File: src/design/load_cache_pkg.sv
`default_nettype none

package load_cache_pkg;

    // ----------------------------------------------------------------------
    // Cache geometry
    // ----------------------------------------------------------------------

    // Data words and addresses share one width
    localparam int WORD_W = 32;

    // Four words per block, filled one word at a time from memory
    localparam int BLOCK_WORDS = 4;
    localparam int OFFSET_W = 2;

    // Sixteen sets in every way
    localparam int SETS = 16;
    localparam int INDEX_W = 4;

    // Whatever is left above index, offset and the two byte bits
    localparam int TAG_W = WORD_W - INDEX_W - OFFSET_W - 2;

    // ----------------------------------------------------------------------
    // Types
    // ----------------------------------------------------------------------

    typedef logic [WORD_W-1:0] data_word_t;

    // A load address is compared whole against the forwarded store and
    // sent as is to memory, but the lookup needs it split into fields
    typedef union packed {
        data_word_t word;
        struct packed {
            logic [TAG_W-1:0]    tag;
            logic [INDEX_W-1:0]  index;
            logic [OFFSET_W-1:0] offset;
            // Byte lanes inside a word, never looked at by the cache
            logic [1:0]          byte_off;
        } fields;
    } load_addr_u;

endpackage

`default_nettype wire

File: src/design/way_hit_select.sv
`default_nettype none

module way_hit_select #(
    parameter int WAYS = 4
) (
    input  wire logic [WAYS-1:0]          way_hit_i,
    input  wire load_cache_pkg::data_word_t way_data_i [WAYS],
    output logic                          hit_o,
    output load_cache_pkg::data_word_t    data_o
);

    // Any way hitting is a hit
    assign hit_o = |way_hit_i;

    // AND-OR merge, which is safe as long as hits are exclusive
    always_comb begin
        data_o = '0;
        for (int i = 0; i < WAYS; i++) begin
            data_o = data_o | (way_data_i[i] & {load_cache_pkg::WORD_W{way_hit_i[i]}});
        end
    end

    // A block lives in one way only, so two hits mean a refill went wrong
    // upstream
    always_comb begin
        a_one_hit : assert final ($isunknown(way_hit_i) || $onehot0(way_hit_i));
    end

endmodule

`default_nettype wire

File: config.mk
export PLATFORM = sky130hd
export DESIGN_NAME = way_hit_select
export DESIGN_NICKNAME = d
export VERILOG_FILES = /design/src/design/load_cache_pkg.sv /design/src/design/way_hit_select.sv
export SDC_FILE = /design/constraint.sdc
export NUM_CORES = 1
export LEC_CHECK = 0
export BUFFER_PORTS_ARGS = -buffer_cell sky130_fd_sc_hd__buf_2
export CORE_AREA = 2 2 65 67
export DETAILED_ROUTE_END_ITERATION = 10
export DIE_AREA = 0 0 67 69
export PLACE_DENSITY = 0.67
export SLEW_MARGIN = 20
export SYNTH_ARGS = -nofsm -noshare
export SYNTH_HDL_FRONTEND = slang
export SYNTH_SLANG_ARGS = --single-unit
File: constraint.sdc
create_clock -name vclk -period 1.4
set_input_delay 0.14 -clock vclk [all_inputs]
set_output_delay 0.14 -clock vclk [all_outputs]
set_load 0.03 [all_outputs]
# == Word-level counts from Yosys, hierarchy flattened ==
# Index checks and enable logic that the tools add are counted.
# op_classes
bitwise_logic,7
n_reduce_logical,1
# ops
op,n
$and A32 B32 Y32,4
$or A32 B32 Y32,3
$reduce_or A4 Y1,1
# word_totals
ff_bits,0
out_inout_bits,33

# == Logic depth before layout (Yosys ltp) ==
# Gate-level depths: netlist (run 1).
# logic_depth
depth_word,4
mapped_depth,4

# == Worst setup path after synthesis (run 1) ==
# Ideal clock, no wire load.
# synth_timing
path_type,in2out
startpoint,input port way_hit_i[2]
endpoint,output port hit_o
t_arrival_ns,0.838
required_time_ns,1.260
slack_ns,0.422
stages,2
path_buffers,1
cell_sequence,clkbuf_1 > or4_4
# synth_between
elab_chain_cells,1
# synth_rtl
item,line_no,rtl
start: declaration,way_hit_select.sv:6,"input wire logic [WAYS-1:0] way_hit_i,"
$reduce_or A4 Y1,way_hit_select.sv:13,assign hit_o = |way_hit_i;
end: declaration,way_hit_select.sv:8,"output logic hit_o,"
# Every way passes these cells.

# == Worst setup path in the final report (run 1) ==
# layout_timing
startpoint,input port way_hit_i[1]
endpoint,output port hit_o
# The elaborated chain is that of the path after synthesis.

==> summary.md, run 1 <==
| Metric | Value |
|---|---|
| Cell Area, Synth | 694 um2 |
| Worst Tran Pin Value | 0.608 ns |
| Synth Area per Inst | 6.15 um2 |
| Crit path DAT | 1.09 ns |
| Register Area | 0 um2 |
| Via count | 1,534 |
| Synth area leader | a22oi_1 |
| Number of max-cap violations | 0 |
| Overall global routing resource usage | 15.6% |
| Met3 usage | 2.77% |
| Setup Fix Bufs, Post-CTS | 0 |
| Grt peak-use layer | met2 |
| Ratio of cells with drive above 1 in the final layout | 63.9% |
| Worst Path Buf+Inv | 2 |
| HPWL Detailed | 3130 um |
| Hold-fix buffers, CTS | 0 |
| Grt total ovfl | 0 |
| Post-Synthesis Cells | 113 |
| Ys Warns | 0 |
| Area after DPL | 1540 um2 |
| Top cell type's share of synthesized area | 69.2% |
| CP startpoint | way_hit_i[1] |
| Core footprint | 3910 um2 |
| Total Die Area | 4620 um2 |
| Endpoints failing setup | 0 |
| Critical Path End Type | primary output |
| Via density | 4.85 |
| Initial Util | 17.7% |
| Layout overhead on the synthesized area | 122% |
| Worst-path fanout max | 33 |
| I/O pin total | 165 |
| Pins Over Slew Limit | 0 |
| Initial antenna violation count | 0 |
| Power per Cell Area | 412 nW/um2 |
| Max VDD drop | 0.188 mV |
| Post-route cell area | 1540 um2 |
| Die H | 69 um |
| Final wirelength | 3920 um |
| Tot Pwr | 636 uW |
| GRT met1 Usage | 15.6% |
| Slew HR | 59.5% |
| Leak Pwr | 0.000904 uW |
| Synth cell types | 6 |
| Critical path startpoint category | input port |
| Num rows | 23 |
| Routed WL per cell | 12.4 um |
| Synth top area cells | a22oi_1 69%, nand2_1 17%, buf_2 8.6% |
| Crit-path cells | buf_2 > or4_4 > buf_2 |
| Port Buf Inserts | 165 |
| Status | completed |
| PostCTS Resize Cnt | 0 |
| Sequential fraction of the synthesis area | 0% |
| Final ANT Viol Nets | 0 |
| Hold path startpoint | way_data_i[89] |
| Vias in the first global route | 1,479 |
| Synthesized Nets | 245 |
| Final nets | 400 |
| Critical path's slowest cell | or4_4 |
| N_diodes | 0 |
| DRT iter0 DRCs | 42 |
| First-pass GRT wire length | 6030 um |
| Critical Path Max Stage Delay | 0.47 ns |
| Number of fill cells | 432 |
| Largest net degree at the start of global routing | 34 |
| GPL Wtd Cong | 0.788 |
| Setup TNS Final | 0 ns |
| Tcrit/Tclk final | 88.1% |
| WP data required | 1.26 ns |
| Pre-Repair DR Iteration Count | 4 |
| Die X | 67 um |
| Cell mode on critical path | buf_2 |
| Seq_cells | 0 |
| WS Path Type | input port to primary output |
| DRC viols | 0 |
| Hold/Removal Path Class | input port to primary output |
| Fin. Hold Viols | 0 |
| Minimum clock period | 1.23 ns |
| Critical path depth | 3 |
| Routing usage on met2 | 32.1% |
| Worst Setup EP | hit_o |
| RSZ-0062 raised after global routing | false |
| Fmax | 811 MHz |
| Top Family by Delay on Critical Path | buffers and inverters |
| Clock buffer count | 0 |
-- synthesized netlist by cell type --
library cell,count
or4_4,1
buf_6,1
clkbuf_1,3
nand2_1,32
buf_2,12
a22oi_1,64
-- per-layer routing --
metal | vias up | part of all wire (%)
met5 | - | 0
li1 | 760 | -
met4 | 0 | 0.74
met2 | 102 | 52
met1 | 668 | 35
met3 | 4 | 13
-- cells by family after synthesis --
kind of cell    Yosys count  synth area share, %
compound gates           64                 69.2
simple gates             33                 18.9
buf+inv                  16                 11.9
-- metrics by stage --
stage,setup WS [ns],hold WS [ns],instances,utilization [%]
floorplan,0.422,0.525,113,-
global placement,0.165,0.634,316,39.4
detailed placement,0.166,0.639,316,39.4
CTS,0.163,0.640,316,39.4
global route,0.0720,0.653,316,39.4
finish,0.166,0.636,316,39.4
-- worst min path at each step --
stage / end / slack (ns) / cells past startpoint
floorplan: hit_o / 0.53 / 2
global placement: data_o[5] / 0.63 / 4
detailed placement: data_o[0] / 0.64 / 4
CTS: data_o[0] / 0.64 / 4
global route: data_o[31] / 0.65 / 4
finish: data_o[25] / 0.64 / 4
-- worst min-delay path, delay by kind of cell --
kind,cells,cell delay [ns]
AOI/OAI and AO/OA,1,0.05
buffers and inverters,2,0.25
and+or+nand+nor,1,0.05
-- placed cells by master, fill, tap and decap left out --
| master | instances |
|---|---|
| or4_4 | 1 |
| a22oi_1 | 64 |
| buf_4 | 3 |
| buf_2 | 165 |
| nand2_1 | 32 |
| buf_12 | 1 |
-- cell type report --
type                            count  area [um2]  share of cell area, %
Timing Repair Buffer              169         868                   56.3
Multi-Input combinational cell     97         612                   39.7
Tap cell                           50        62.6                   4.06
-- where the power goes --
group | switching (uW) | internal (uW) | leakage, uW | total (uW)
combinational | 360 | 275 | 0.000904 | 636
sequential | 0 | 0 | 0 | 0
clock | 0 | 0 | 0 | 0
total | 360 | 275 | 0.000904 | 636
No activity file was read; power rests on OpenSTA's default activity.
==> inputs of run 2 (changes only) <==
--- a/config.mk
+++ b/config.mk
@@ -6,10 +6,10 @@
 export NUM_CORES = 1
 export LEC_CHECK = 0
 export BUFFER_PORTS_ARGS = -buffer_cell sky130_fd_sc_hd__buf_2
-export CORE_AREA = 2 2 65 67
+export CORE_AREA = 2 2 64 66
 export DETAILED_ROUTE_END_ITERATION = 10
-export DIE_AREA = 0 0 67 69
-export PLACE_DENSITY = 0.67
+export DIE_AREA = 0 0 66 68
+export PLACE_DENSITY = 0.68
 export SLEW_MARGIN = 20
 export SYNTH_ARGS = -nofsm -noshare
 export SYNTH_HDL_FRONTEND = slang
==> constraint.sdc (replaced) <==
create_clock -name vclk -period 1.2
set_input_delay 0.12 -clock vclk [all_inputs]
set_output_delay 0.12 -clock vclk [all_outputs]
set_load 0.03 [all_outputs]
==> summary.md, run 2 (synthesis gave the netlist of run 1 again) <==
| Metric | Value |
|---|---|
| Overall global routing resource usage | 15.0% (-0.61 points) |
| Num rows | 23 (unchanged) |
| Tcrit/Tclk final | 95.2% |
| Fin. Hold Viols | 0 (unchanged) |
| RSZ-0062 raised after global routing | false |
| Routed WL per cell | 12.3 um (-0.54%) |
| Endpoints failing setup | 0 (unchanged) |
| Cell mode on critical path | buf_2 |
| Worst-path fanout max | 11 (-67%) |
| Critical path's slowest cell | or4_4 |
| Critical Path End Type | primary output |
| Grt total ovfl | 0 (unchanged) |
| Vias in the first global route | 1,265 (-14%) |
| I/O pin total | 165 (unchanged) |
| Ratio of cells with drive above 1 in the final layout | 64.7% (+0.80 points) |
| Final nets | 406 (+1.5%) |
| Max VDD drop | 0.212 mV (+13%) |
| Seq_cells | 0 (unchanged) |
| Commonest cells after routing, fill and taps aside | 165 x buf_2, 64 x a22oi_1, 32 x nand2_1, 9 x buf_4 |
| Largest net degree at the start of global routing | 18 (-47%) |
| Leak Pwr | 0.000933 uW (+3.2%) |
| Clock buffer count | 0 (unchanged) |
| Register Area | 0 um2 (unchanged) |
| Power per Cell Area | 479 nW/um2 (+16%) |
| Port Buf Inserts | 165 (unchanged) |
| Hold/Removal Path Class | input port to primary output |
| Hold-fix buffers, CTS | 0 (unchanged) |
| WS Path Type | input port to primary output |
| Met3 usage | 0.987% (-1.8 points) |
| Layout overhead on the synthesized area | 129% |
| Die X | 66 um (-1.5%) |
| Status | completed |
| DRT iter0 DRCs | 30 (-29%) |
| Number of max-cap violations | 0 (unchanged) |
| Routing usage on met2 | 31.1% (-1.1 points) |
| GRT met1 Usage | 17.6% (+2.0 points) |
| Worst Tran Pin Value | 0.260 ns (-0.348 ns) |
| Fmax | 875 MHz |
| First-pass GRT wire length | 5470 um (-9.3%) |
| Setup TNS Final | 0 ns (unchanged) |
| HPWL Detailed | 3320 um (+5.9%) |
| Crit path DAT | 1.02 ns (-0.07 ns) |
| Initial antenna violation count | 0 (unchanged) |
| Setup Fix Bufs, Post-CTS | 0 (unchanged) |
| Minimum clock period | 1.14 ns |
| Final wirelength | 3970 um (+1.4%) |
| Critical Path Max Stage Delay | 0.52 ns (+0.05 ns) |
| Total Die Area | 4490 um2 (-2.9%) |
| Via density | 4.71 (-3.0%) |
| Pre-Repair DR Iteration Count | 4 (unchanged) |
| Initial Util | 18.0% (+0.26 points) |
| Core footprint | 3860 um2 (-1.5%) |
| Die H | 68 um (-1.4%) |
| N_diodes | 0 (unchanged) |
| Pins Over Slew Limit | 0 (unchanged) |
| PostCTS Resize Cnt | 0 (unchanged) |
| DRC viols | 0 (unchanged) |
| Via count | 1,516 (-1.2%) |
| Grt peak-use layer | met2 |
| Tot Pwr | 761 uW (+20%) |
| Final ANT Viol Nets | 0 (unchanged) |
| Commonest non-fill, non-tap cell in the layout | buf_2 |
| Critical path startpoint category | input port |
| WP data required | 1.08 ns (-0.18 ns) |
| Crit-path cells | buf_2 > or4_4 > buf_2 |
| Slew HR | 82.7% (+23 points) |
| GPL Wtd Cong | 0.760 (-3.6%) |
[run 2: report_power, final]
group	switching [uW]	leakage [uW]	internal, uW
combinational	426	0.000933	334
sequential	0	0	0
clock	0	0	0
[run 2: worst max-delay path: cells and delay by family]
kind	cells	cell delay (ns)
buffers and inverters	2	0.38
and+or+nand+nor	1	0.52
[run 2: layout make-up]
| type | instances | area, um2 |
|---|---|---|
| multi-input cells | 97 | 612 |
| repair buffers | 175 | 913 |
| well taps | 50 | 62.6 |
| fillers | 427 | 2270 |
[run 2: path summary, 6_finish.rpt]
check,start,end,slack [ns],depth (start not counted)
setup / recovery,way_hit_i[2],hit_o,0.06,3
hold / removal,way_data_i[73],data_o[9],0.60,4
[run 2: routing by layer]
layer	wire length, um	up-vias
met4	0	0
li1	-	772
met3	349	0
met2	2050	84
met1	1580	660
met5	0	-
[run 2: stage by stage]
step,area [um2],worst slack [ns],instances,hold WS [ns],util [%]
floorplan,694,0.262,113,0.485,-
global placement,1590,0.0503,322,0.596,41.2
detailed placement,1590,0.0470,322,0.597,41.2
CTS,1590,0.0427,322,0.598,41.2
global route,1590,0.0333,322,0.609,41.2
finish,1590,0.0575,322,0.595,41.2
