**src/design/load_cache_pkg.sv**
```systemverilog
`default_nettype none

package load_cache_pkg;

    // ----------------------------------------------------------------------
    // Cache geometry
    // ----------------------------------------------------------------------

    // Data words and addresses share one width
    localparam int WORD_W = 32;

    // Four words per block, filled one word at a time from memory
    localparam int BLOCK_WORDS = 4;
    localparam int OFFSET_W = 2;

    // Sixteen sets in every way
    localparam int SETS = 16;
    localparam int INDEX_W = 4;

    // Whatever is left above index, offset and the two byte bits
    localparam int TAG_W = WORD_W - INDEX_W - OFFSET_W - 2;

    // ----------------------------------------------------------------------
    // Types
    // ----------------------------------------------------------------------

    typedef logic [WORD_W-1:0] data_word_t;

    // A load address is compared whole against the forwarded store and
    // sent as is to memory, but the lookup needs it split into fields
    typedef union packed {
        data_word_t word;
        struct packed {
            logic [TAG_W-1:0]    tag;
            logic [INDEX_W-1:0]  index;
            logic [OFFSET_W-1:0] offset;
            // Byte lanes inside a word, never looked at by the cache
            logic [1:0]          byte_off;
        } fields;
    } load_addr_u;

endpackage

`default_nettype wire

```
**src/design/cache_way_if.sv**
```systemverilog
`default_nettype none

// Lookup and refill commands, broadcast from the controller to every way
interface cache_way_if #(
    parameter int WAYS = 4
) ();

    // One-cycle strobe, each way reads the addressed set on the next edge
    logic lookup;

    // Set and word select, shared by lookups and refill writes
    logic [load_cache_pkg::INDEX_W-1:0]  index;
    logic [load_cache_pkg::OFFSET_W-1:0] offset;

    // One-hot victim, only the selected way accepts refill writes
    logic [WAYS-1:0] fill_mask;

    // Word write strobe during a refill
    logic fill_we;
    load_cache_pkg::data_word_t fill_data;

    // Tag of the current load
    // It is written on the last refill word and also serves as the compare tag
    logic [load_cache_pkg::TAG_W-1:0] fill_tag;

    // Final word of the block, this one also validates the line
    logic fill_last;

    modport ctrl (
        output lookup, index, offset, fill_mask,
        output fill_we, fill_data, fill_tag, fill_last
    );

    modport way (
        input lookup, index, offset, fill_mask,
        input fill_we, fill_data, fill_tag, fill_last
    );

endinterface

`default_nettype wire

```
**src/design/load_cache_ctrl.sv**
```systemverilog
`default_nettype none

module load_cache_ctrl #(
    parameter int WAYS = 4
) (
    input  wire logic                        clk_i,
    input  wire logic                        rst_n_i,
    // Load side
    input  wire logic                        ld_req_i,
    input  wire load_cache_pkg::load_addr_u  ld_addr_i,
    input  wire logic                        ld_cachable_i,
    output load_cache_pkg::data_word_t       ld_data_o,
    output logic                             ld_valid_o,
    output logic                             idle_o,
    // Store side forwarding
    input  wire logic                        fwd_match_i,
    input  wire load_cache_pkg::data_word_t  fwd_data_i,
    // External memory
    output logic                             mem_req_o,
    output load_cache_pkg::data_word_t       mem_addr_o,
    input  wire load_cache_pkg::data_word_t  mem_data_i,
    input  wire logic                        mem_valid_i,
    // Ways
    cache_way_if.ctrl                        ways_o,
    input  wire logic                        hit_i,
    input  wire load_cache_pkg::data_word_t  hit_data_i
);

    // Enough LFSR bits to name one of the ways
    localparam int VICTIM_W = (WAYS > 1) ? $clog2(WAYS) : 1;

    typedef enum logic [2:0] {
        ST_IDLE,
        ST_COMPARE,
        ST_MEM_REQ,
        ST_REFILL,
        ST_DATA_READY
    } state_e;

    state_e state_q;

    load_cache_pkg::load_addr_u addr_q;
    load_cache_pkg::load_addr_u block_base;
    load_cache_pkg::data_word_t data_q;
    logic                       cachable_q;
    logic                       lookup_q;
    logic [load_cache_pkg::OFFSET_W-1:0] word_cnt_q;
    logic [WAYS-1:0]            fill_mask_q;
    logic [WAYS-1:0]            victim;
    logic [2:0]                 lfsr_q;

    logic take_req;
    logic hit_take;
    logic miss_active;
    logic refill_word;
    logic last_word;

    // ----------------------------------------------------------------------
    // Status decode
    // ----------------------------------------------------------------------

    // A new load may start in the cycle that returns the previous one
    assign idle_o      = (state_q == ST_IDLE) || (state_q == ST_DATA_READY);
    assign ld_valid_o  = (state_q == ST_DATA_READY);
    assign ld_data_o   = data_q;
    assign take_req    = ld_req_i && idle_o;

    // The lookup strobe is out during the first compare cycle, so the way
    // registers only hold the answer in the second one
    assign hit_take    = (state_q == ST_COMPARE) && !lookup_q && hit_i;

    assign miss_active = (state_q == ST_MEM_REQ) || (state_q == ST_REFILL);
    assign refill_word = (state_q == ST_REFILL) && mem_valid_i;
    assign last_word   = (word_cnt_q == load_cache_pkg::OFFSET_W'(
                             load_cache_pkg::BLOCK_WORDS - 1));

    // ----------------------------------------------------------------------
    // Memory interface
    // ----------------------------------------------------------------------

    always_comb begin
        block_base = addr_q;
        block_base.fields.offset = '0;
        block_base.fields.byte_off = '0;
    end

    // Request stays up as long as words are still owed to us
    assign mem_req_o  = miss_active;
    // A block refill starts at word zero, an uncached load asks for its word only
    assign mem_addr_o = cachable_q ? block_base.word : addr_q.word;

    // Drive the way array
    assign ways_o.lookup    = lookup_q;
    assign ways_o.index     = addr_q.fields.index;
    assign ways_o.offset    = (state_q == ST_REFILL) ? word_cnt_q : addr_q.fields.offset;
    assign ways_o.fill_mask = fill_mask_q;
    assign ways_o.fill_we   = refill_word;
    assign ways_o.fill_data = mem_data_i;
    assign ways_o.fill_tag  = addr_q.fields.tag;
    assign ways_o.fill_last = refill_word && last_word;

    // ----------------------------------------------------------------------
    // Random victim
    // ----------------------------------------------------------------------

    // Three-bit XNOR LFSR, held still while memory is busy
    always_ff @(posedge clk_i) begin
        if (!rst_n_i) begin
            lfsr_q <= 3'b010;
        end else if (!miss_active) begin
            lfsr_q <= {lfsr_q[1:0], ~(lfsr_q[2] ^ lfsr_q[1])};
        end
    end

    // Low LFSR bits turned into a one-hot way select
    assign victim = WAYS'(1) << lfsr_q[VICTIM_W-1:0];

    // ----------------------------------------------------------------------
    // FSM
    // ----------------------------------------------------------------------

    always_ff @(posedge clk_i) begin
        if (!rst_n_i) begin
            state_q     <= ST_IDLE;
            lookup_q    <= 1'b0;
            word_cnt_q  <= '0;
            fill_mask_q <= '0;
        end else begin
            lookup_q <= 1'b0;
            case (state_q)
                ST_IDLE, ST_DATA_READY: begin
                    state_q <= ST_IDLE;
                    if (ld_req_i) begin
                        // A matching store wins over both the cache and memory
                        if (fwd_match_i) begin
                            state_q <= ST_DATA_READY;
                        end else if (ld_cachable_i) begin
                            state_q  <= ST_COMPARE;
                            lookup_q <= 1'b1;
                        end else begin
                            state_q <= ST_MEM_REQ;
                        end
                    end
                end
                ST_COMPARE: begin
                    if (!lookup_q) begin
                        if (hit_i) begin
                            state_q <= ST_DATA_READY;
                        end else begin
                            // Freeze the victim for the whole refill
                            state_q     <= ST_REFILL;
                            word_cnt_q  <= '0;
                            fill_mask_q <= victim;
                        end
                    end
                end
                ST_MEM_REQ: begin
                    if (mem_valid_i) begin
                        state_q <= ST_DATA_READY;
                    end
                end
                ST_REFILL: begin
                    // Words come back in ascending order, so a counter tracks them
                    if (mem_valid_i) begin
                        word_cnt_q <= word_cnt_q + 1'b1;
                        if (last_word) begin
                            state_q <= ST_DATA_READY;
                        end
                    end
                end
                default: begin
                    state_q <= ST_IDLE;
                end
            endcase
        end
    end

    // Address and load data
    always_ff @(posedge clk_i) begin
        if (take_req) begin
            addr_q     <= ld_addr_i;
            cachable_q <= ld_cachable_i;
        end
        if (take_req && fwd_match_i) begin
            data_q <= fwd_data_i;
        end else if (hit_take) begin
            data_q <= hit_data_i;
        end else if ((state_q == ST_MEM_REQ) && mem_valid_i) begin
            data_q <= mem_data_i;
        end else if (refill_word && (word_cnt_q == addr_q.fields.offset)) begin
            // Grab the requested word as it streams past into the victim
            data_q <= mem_data_i;
        end
    end

    // ----------------------------------------------------------------------
    // Assertions
    // ----------------------------------------------------------------------

    // Each load returns once, the only back-to-back case is a forwarded
    // load accepted in the very cycle the previous one returned
    a_valid_strobe : assert property (@(posedge clk_i) disable iff (!rst_n_i)
        ld_valid_o && !(ld_req_i && fwd_match_i) |=> !ld_valid_o);

    // Memory is never asked for data while the controller claims to be idle
    a_req_busy : assert property (@(posedge clk_i) disable iff (!rst_n_i)
        !(mem_req_o && idle_o));

endmodule

`default_nettype wire

```
**src/flat_wrapper.sv**
```systemverilog
// flat-port wrapper written by rule: the top's interface ports become plain ports
module load_cache_ctrl_flat 
#(
    parameter int WAYS = 4
)
  (clk_i, rst_n_i, ld_req_i, ld_addr_i, ld_cachable_i, ld_data_o, ld_valid_o, idle_o, fwd_match_i, fwd_data_i, mem_req_o, mem_addr_o, mem_data_i, mem_valid_i, hit_i, hit_data_i, ways_o_lookup, ways_o_index, ways_o_offset, ways_o_fill_mask, ways_o_fill_we, ways_o_fill_data, ways_o_fill_tag, ways_o_fill_last);
  cache_way_if #(.WAYS(WAYS)) ways_o_i ();
  input  wire logic clk_i;
  input  wire logic rst_n_i;
  input  wire logic ld_req_i;
  input  wire load_cache_pkg::load_addr_u ld_addr_i;
  input  wire logic ld_cachable_i;
  output load_cache_pkg::data_word_t ld_data_o;
  output logic ld_valid_o;
  output logic idle_o;
  input  wire logic fwd_match_i;
  input  wire load_cache_pkg::data_word_t fwd_data_i;
  output logic mem_req_o;
  output load_cache_pkg::data_word_t mem_addr_o;
  input  wire load_cache_pkg::data_word_t mem_data_i;
  input  wire logic mem_valid_i;
  input  wire logic hit_i;
  input  wire load_cache_pkg::data_word_t hit_data_i;
  output wire logic [$bits(ways_o_i.lookup)-1:0] ways_o_lookup;
  output wire logic [$bits(ways_o_i.index)-1:0] ways_o_index;
  output wire logic [$bits(ways_o_i.offset)-1:0] ways_o_offset;
  output wire logic [$bits(ways_o_i.fill_mask)-1:0] ways_o_fill_mask;
  output wire logic [$bits(ways_o_i.fill_we)-1:0] ways_o_fill_we;
  output wire logic [$bits(ways_o_i.fill_data)-1:0] ways_o_fill_data;
  output wire logic [$bits(ways_o_i.fill_tag)-1:0] ways_o_fill_tag;
  output wire logic [$bits(ways_o_i.fill_last)-1:0] ways_o_fill_last;
  assign ways_o_lookup = ways_o_i.lookup;
  assign ways_o_index = ways_o_i.index;
  assign ways_o_offset = ways_o_i.offset;
  assign ways_o_fill_mask = ways_o_i.fill_mask;
  assign ways_o_fill_we = ways_o_i.fill_we;
  assign ways_o_fill_data = ways_o_i.fill_data;
  assign ways_o_fill_tag = ways_o_i.fill_tag;
  assign ways_o_fill_last = ways_o_i.fill_last;
  load_cache_ctrl #(.WAYS(WAYS)) u_core (.clk_i(clk_i), .rst_n_i(rst_n_i), .ld_req_i(ld_req_i), .ld_addr_i(ld_addr_i), .ld_cachable_i(ld_cachable_i), .ld_data_o(ld_data_o), .ld_valid_o(ld_valid_o), .idle_o(idle_o), .fwd_match_i(fwd_match_i), .fwd_data_i(fwd_data_i), .mem_req_o(mem_req_o), .mem_addr_o(mem_addr_o), .mem_data_i(mem_data_i), .mem_valid_i(mem_valid_i), .ways_o(ways_o_i), .hit_i(hit_i), .hit_data_i(hit_data_i));
endmodule
```
**config.mk**
```make
export PLATFORM = sky130hd
export DESIGN_NAME = load_cache_ctrl_flat
export DESIGN_NICKNAME = d
export VERILOG_FILES = /design/src/design/load_cache_pkg.sv /design/src/design/cache_way_if.sv /design/src/design/load_cache_ctrl.sv /design/src/flat_wrapper.sv
export SDC_FILE = /design/constraint.sdc
export NUM_CORES = 1
export LEC_CHECK = 0
export BUFFER_PORTS_ARGS = -buffer_cell sky130_fd_sc_hd__buf_2
export CORE_AREA = 2 2 106 108
export CTS_CLUSTER_SIZE = 16
export DETAILED_ROUTE_END_ITERATION = 10
export DIE_AREA = 0 0 108 110
export HOLD_SLACK_MARGIN = 0.05
export PLACE_DENSITY = 0.74
export RECOVER_POWER = 50
export SLEW_MARGIN = 20
export SYNTH_ARGS = -nofsm -noshare
export SYNTH_HDL_FRONTEND = slang
export SYNTH_SLANG_ARGS = --single-unit
```
**constraint.sdc**
```tcl
create_clock -name clk_i -period 6.3 [get_ports clk_i]
set_clock_uncertainty 0.1 [all_clocks]
set_input_delay 0.63 -clock clk_i [delete_from_list [all_inputs] [get_ports clk_i]]
set_output_delay 0.63 -clock clk_i [all_outputs]
set_load 0.01 [all_outputs]
```
# Word level (Yosys, flattened, before mapping)
# Cells that the tools add are included.
# classes
addsub,1
n_eq_ne,11
n_shift,1
muxes,20
bitwise,7
reduce_logical,19
# ops
cell,count
32-bit 2-to-1 mux,4
3-bit 2-to-1 mux,7
3-bit case mux with 4 select lines,1
2-bit 2-to-1 mux,5
1-bit logical AND,8
"2-bit inequality test, second input constant",4
4-bit AND reduction,2
"3-bit by 2-bit == test with 1-bit output, second input constant",2
1-bit NOT,6
4-bit 2-to-1 mux,1
2-bit case mux with 2 select lines,1
4-bit nonzero test,1
4-bit OR reduction,1
"1-bit by 2-bit << shifter with 4-bit output, first input constant",1
"3-bit by 1-bit == test with 1-bit output, second input constant",1
"3-bit == test, second input constant",1
3-bit logical NOT,1
3-bit AND reduction,1
"2-bit by 1-bit adder with 2-bit output, second input constant",1
2-bit == test,1
"2-bit == test, second input constant",1
1-bit logical OR,2
"2-bit by 1-bit inequality test with 1-bit output, second input constant",1
2-bit nonzero test,1
other kinds (4),4
# totals
regBits,78
input_bits,135
elab_cells,67

# Longest topological paths before layout
# logic_depth
depth_word,7
depth_mapped,7

# Least setup slack after synthesis
# OpenSTA, ideal clock, no wires.
# synth_path
path_type,input -> register
startpoint,input port hit_i
endpoint,"register u_core.data_q[0] (netlist: u_core.ld_data_o[0]), enable pin"
setup_time_ps,561
arrival_time_ps,2060
required_time_ps,5639
slack_ps,3579
path_stages,4
n_path_buf,2
cell_sequence,clkbuf_1 > nand2_1 > clkbuf_1 > nand3_1
# synth_via
elab_chain_cells,2
# synth_lines
element,line_no,source
"start, declared",flat_wrapper.sv:22,input wire logic hit_i;
1-bit logical AND,load_cache_ctrl.sv:70,assign hit_take = (state_q == ST_COMPARE) && !lookup_q && hit_i;
4-bit nonzero test (no source line),n/a,
"end signal, assigned",load_cache_ctrl.sv:185,data_q <= fwd_data_i;
"end signal, assigned",load_cache_ctrl.sv:187,data_q <= hit_data_i;
"end signal, assigned",load_cache_ctrl.sv:189,data_q <= mem_data_i;
"end, declared",load_cache_ctrl.sv:44,load_cache_pkg::data_word_t data_q;
# No other way between the ends.
# A chain may end at the register's enable or synchronous reset.

# Final worst setup path
# layout_path
startpoint,register u_core.state_q[2]
endpoint,output port ways_o_offset[1]
# layout_via
elab_chain_cells,2
# layout_lines
element,line_no,source
"start, declared",load_cache_ctrl.sv:40,state_e state_q;
"start signal, assigned",load_cache_ctrl.sv:124,state_q <= ST_IDLE;
"start signal, assigned",load_cache_ctrl.sv:132,state_q <= ST_IDLE;
"start signal, assigned",load_cache_ctrl.sv:136,state_q <= ST_DATA_READY;
3-bit by 2-bit == test with 1-bit output,load_cache_ctrl.sv:95,assign ways_o.offset = (state_q == ST_REFILL) ? word_cnt_q : addr_q.fields.offset;
2-bit 2-to-1 mux,load_cache_ctrl.sv:95,
"end, declared",flat_wrapper.sv:26,output wire logic [$bits(ways_o_i.offset)-1:0] ways_o_offset;
# No other way between the ends.

==> run_results.csv <==
group,metric,value,unit
outcome,status,"complete, no violations",
floorplanning,io_pins,271,
synth,netlist_instances,389,
placement,dpl.cell_count,696,
timing,hold_violations,0,
finish,instances_no_fill,712,
detailed_routing,wl_met1,4080,µm
timing,finalSetupViolCount,0,
grt,grt.overflow.total,0,
pwr,leakage,2.07,nW
detailed_routing,ant_nets,0,
floorplanning,core-area,0.0107,mm²
timing,fin_crit_sh,38.9,%
synth,netlist_top_cells_count,"buf_4 (90), nand2_1 (71), edfxtp_1 (65), nor2_1 (34), a31oi_1 (32)",
clocking,clkSinkCount,78,
synth,synthArstFlopShare,0,%
floorplanning,die_h,110,µm
timing,grt_setup_unrepaired,"false",
detailed_routing,wirelength,10200,µm
detailed_routing,dr.pass1.iters,6,
timing,drv_slew,0,
floorplanning,start_util,37.9,%
flow_run,max_cap_violations,0,
synth,yosysSeqAreaShare,54.6,%
synth,synth.most_common_cell,"buf_4",
grt,grt_max_degree,66,
timing,timing.slew.headroom,43.0,%
synth,synth.distinct_cells,36,
synth,synth_top_area_cell,"edfxtp_1",
worst_setup_path,end_kind,"output port",
detailed_routing,vias,3324,
pwr,power.density,245,mW/mm²
grt,grt_pass1_wl,14300,µm
detailed_routing,wl_met3,761,µm
synth,syn-num-nets,525,
synth,synth_top_area_share,48.1,%
timing,worstMarginPinSlew,0.855,ns
clocking,cts_hold_buf,0,
pwr,ir_drop,0.120,mV
clocking,cts_buffer_depth,2,
worst_setup_path,crit_required,5.57,ns
placement,gp_congestion,0.797,
clocking,cts_tree,"built",
placement,placed_cell_area,0.00485,mm²
timing,fin_crit,2.45,ns
clocking,postCtsSetupBuffers,0,
grt,grt_util_all_layers,15.9,%
clocking,cts_root_buf,"clkbuf_8",
worst_setup_path,cp_data_arrival_time,1.72,ns
timing,setup_tns,0,ns
clocking,htreeDepth,3,
min_path,hold_class,"in -> reg",
finish,fin_nets,703,
detailed_routing,wl_met2,5280,µm
detailed_routing,avgRoutedWirePerCell,14.4,µm
clocking,clkTransAtPathRegs,0.09,ns
worst_setup_path,cp_max_fo,9,
floorplanning,num_rows,38,
detailed_routing,viasPerCell,4.67,
timing,fmax,408,MHz
detailed_routing,drc,0,
clocking,ctsResizeCount,0,
synth,syn_area_per_cell,10.4,µm²
detailed_routing,highest_layer,"met4",
synth,yosys_warnings,0,
synth,synth-edff-count,65,
clocking,numCtsBuffers,9,
finish,diodes,0,
finish,syn_to_final_growth,21.2,%
synth,synth_area_leaders,"edfxtp_1 (48%), buf_4 (17%), nand2_1 (6.6%), dfxtp_1 (6.4%), a31oi_1 (4.9%)",
finish,final_area,0.00491,mm²
grt,grt_pass1_vias,2935,
finish,drive_gt1_share,33.6,%
worst_setup_path,critPathLaunchType,"flip-flop",
synth,syn_area,0.00405,mm²
placement,portBuffers,270,
synth,ys.flop_type,"edfxtp_1",
detailed_routing,drtIter0Drc,158,
worst_setup_path,criticalPathCategory,"reg -> out",
grt,antenna_found_initial,0,
floorplanning,die_area,0.0119,mm²
clocking,clock_latency,0.35,ns
placement,dp_hpwl,7700,µm
synth,ys_ff_latch,78,
floorplanning,die_w,108,µm
==> critical path, stage by stage (launching register included) <==
cell	delay [ns]
dfxtp_1	0.48
and2b_1	0.27
nand2_1	0.12
mux2_2	0.35
buf_2	0.15
==> path summary, 6_finish.rpt <==
kind                                     end                       start  slack [ns]  cells past startpoint
hold / removal             u_core.addr_q[26]               ld_addr_i[26]        0.35                      1
setup reg to reg         u_core.ld_data_o[2]           u_core.state_q[1]        3.97                      3
hold reg to reg   u_core.ways_o.fill_mask[3]  u_core.ways_o.fill_mask[3]        0.38                      2
setup / recovery            ways_o_offset[1]           u_core.state_q[2]        3.85                      4
==> area by class of cell <==
class	instances	area, µm²
Multi-Input combinational cell	203	1070
Clock buffer	11	141
Clock inverter	5	58.8
Tap cell	140	175
Fill cell	1118	5790
Inverter	1	3.75
Sequential cell	78	2210
Timing Repair Buffer	274	1250
==> logic make-up after synthesis <==
logic type               share of synthesized area, %
buffers and inverters                            19.1
adder cells (fa/ha/maj)                         0.309
multiplexers                                     1.30
AND/OR/NAND/NOR                                  15.6
AO/OA/AOI/OAI                                    8.43
XOR/XNOR                                        0.648
flip-flops                                       54.6
==> power by group <==
group | internal, mW | switching [mW]
Clock | 0.195 | 0.186
Sequential | 0.607 | 0.0191
Combinational | 0.0795 | 0.115
==> routing by layer <==
| metal | global-route usage, % | vias up |
|---|---|---|
| met5 | 0 | - |
| met4 | 6.50 | 0 |
| met3 | 3.29 | 10 |
| met2 | 28.2 | 165 |
| met1 | 18.9 | 1538 |
| li1 | - | 1611 |
==> state kept, by name, summed over array words and instances (netlist names) <==
name                     count
u_core.addr_q               32
u_core.state_q               3
u_core.lfsr_q                3
u_core.word_cnt_q            2
u_core.ld_data_o            32
u_core.ways_o.fill_mask      4
u_core.cachable_q            1
u_core.ways_o.lookup         1
==> stage by stage <==
stage / hold slack, ns / power [mW] / worst slack (ns) / utilization, %
floorplan: 0.379 / 0.776 / 3.58 / -
detailed placement: 0.369 / 0.846 / 3.94 / 45.3
global placement: 0.358 / 0.840 / 4.03 / 45.3
global route: 0.317 / 1.26 / 3.76 / 45.9
finish: 0.345 / 1.20 / 3.85 / 45.9
CTS: 0.320 / 1.23 / 3.82 / 47.2
==> cell usage in the layout (no fill, tap or decap), drive strengths merged, types with 2 or more instances in the layout <==
cell type	Yosys	routed
nor4b	3	3
xor2	3	3
clkbuf	7	116
mux2	2	2
inv	1	2
nand2	71	71
nand3	6	6
and3	2	2
a21boi	7	7
nor2	35	35
nand3b	2	2
edfxtp	65	65
mux2i	3	3
a31oi	32	32
dfxtp	13	13
nor2b	8	8
and2	6	6
o21ai	10	10
clkinvlp	0	2
buf	100	169
a21oi	3	3
(Power assumes the default switching activity.)
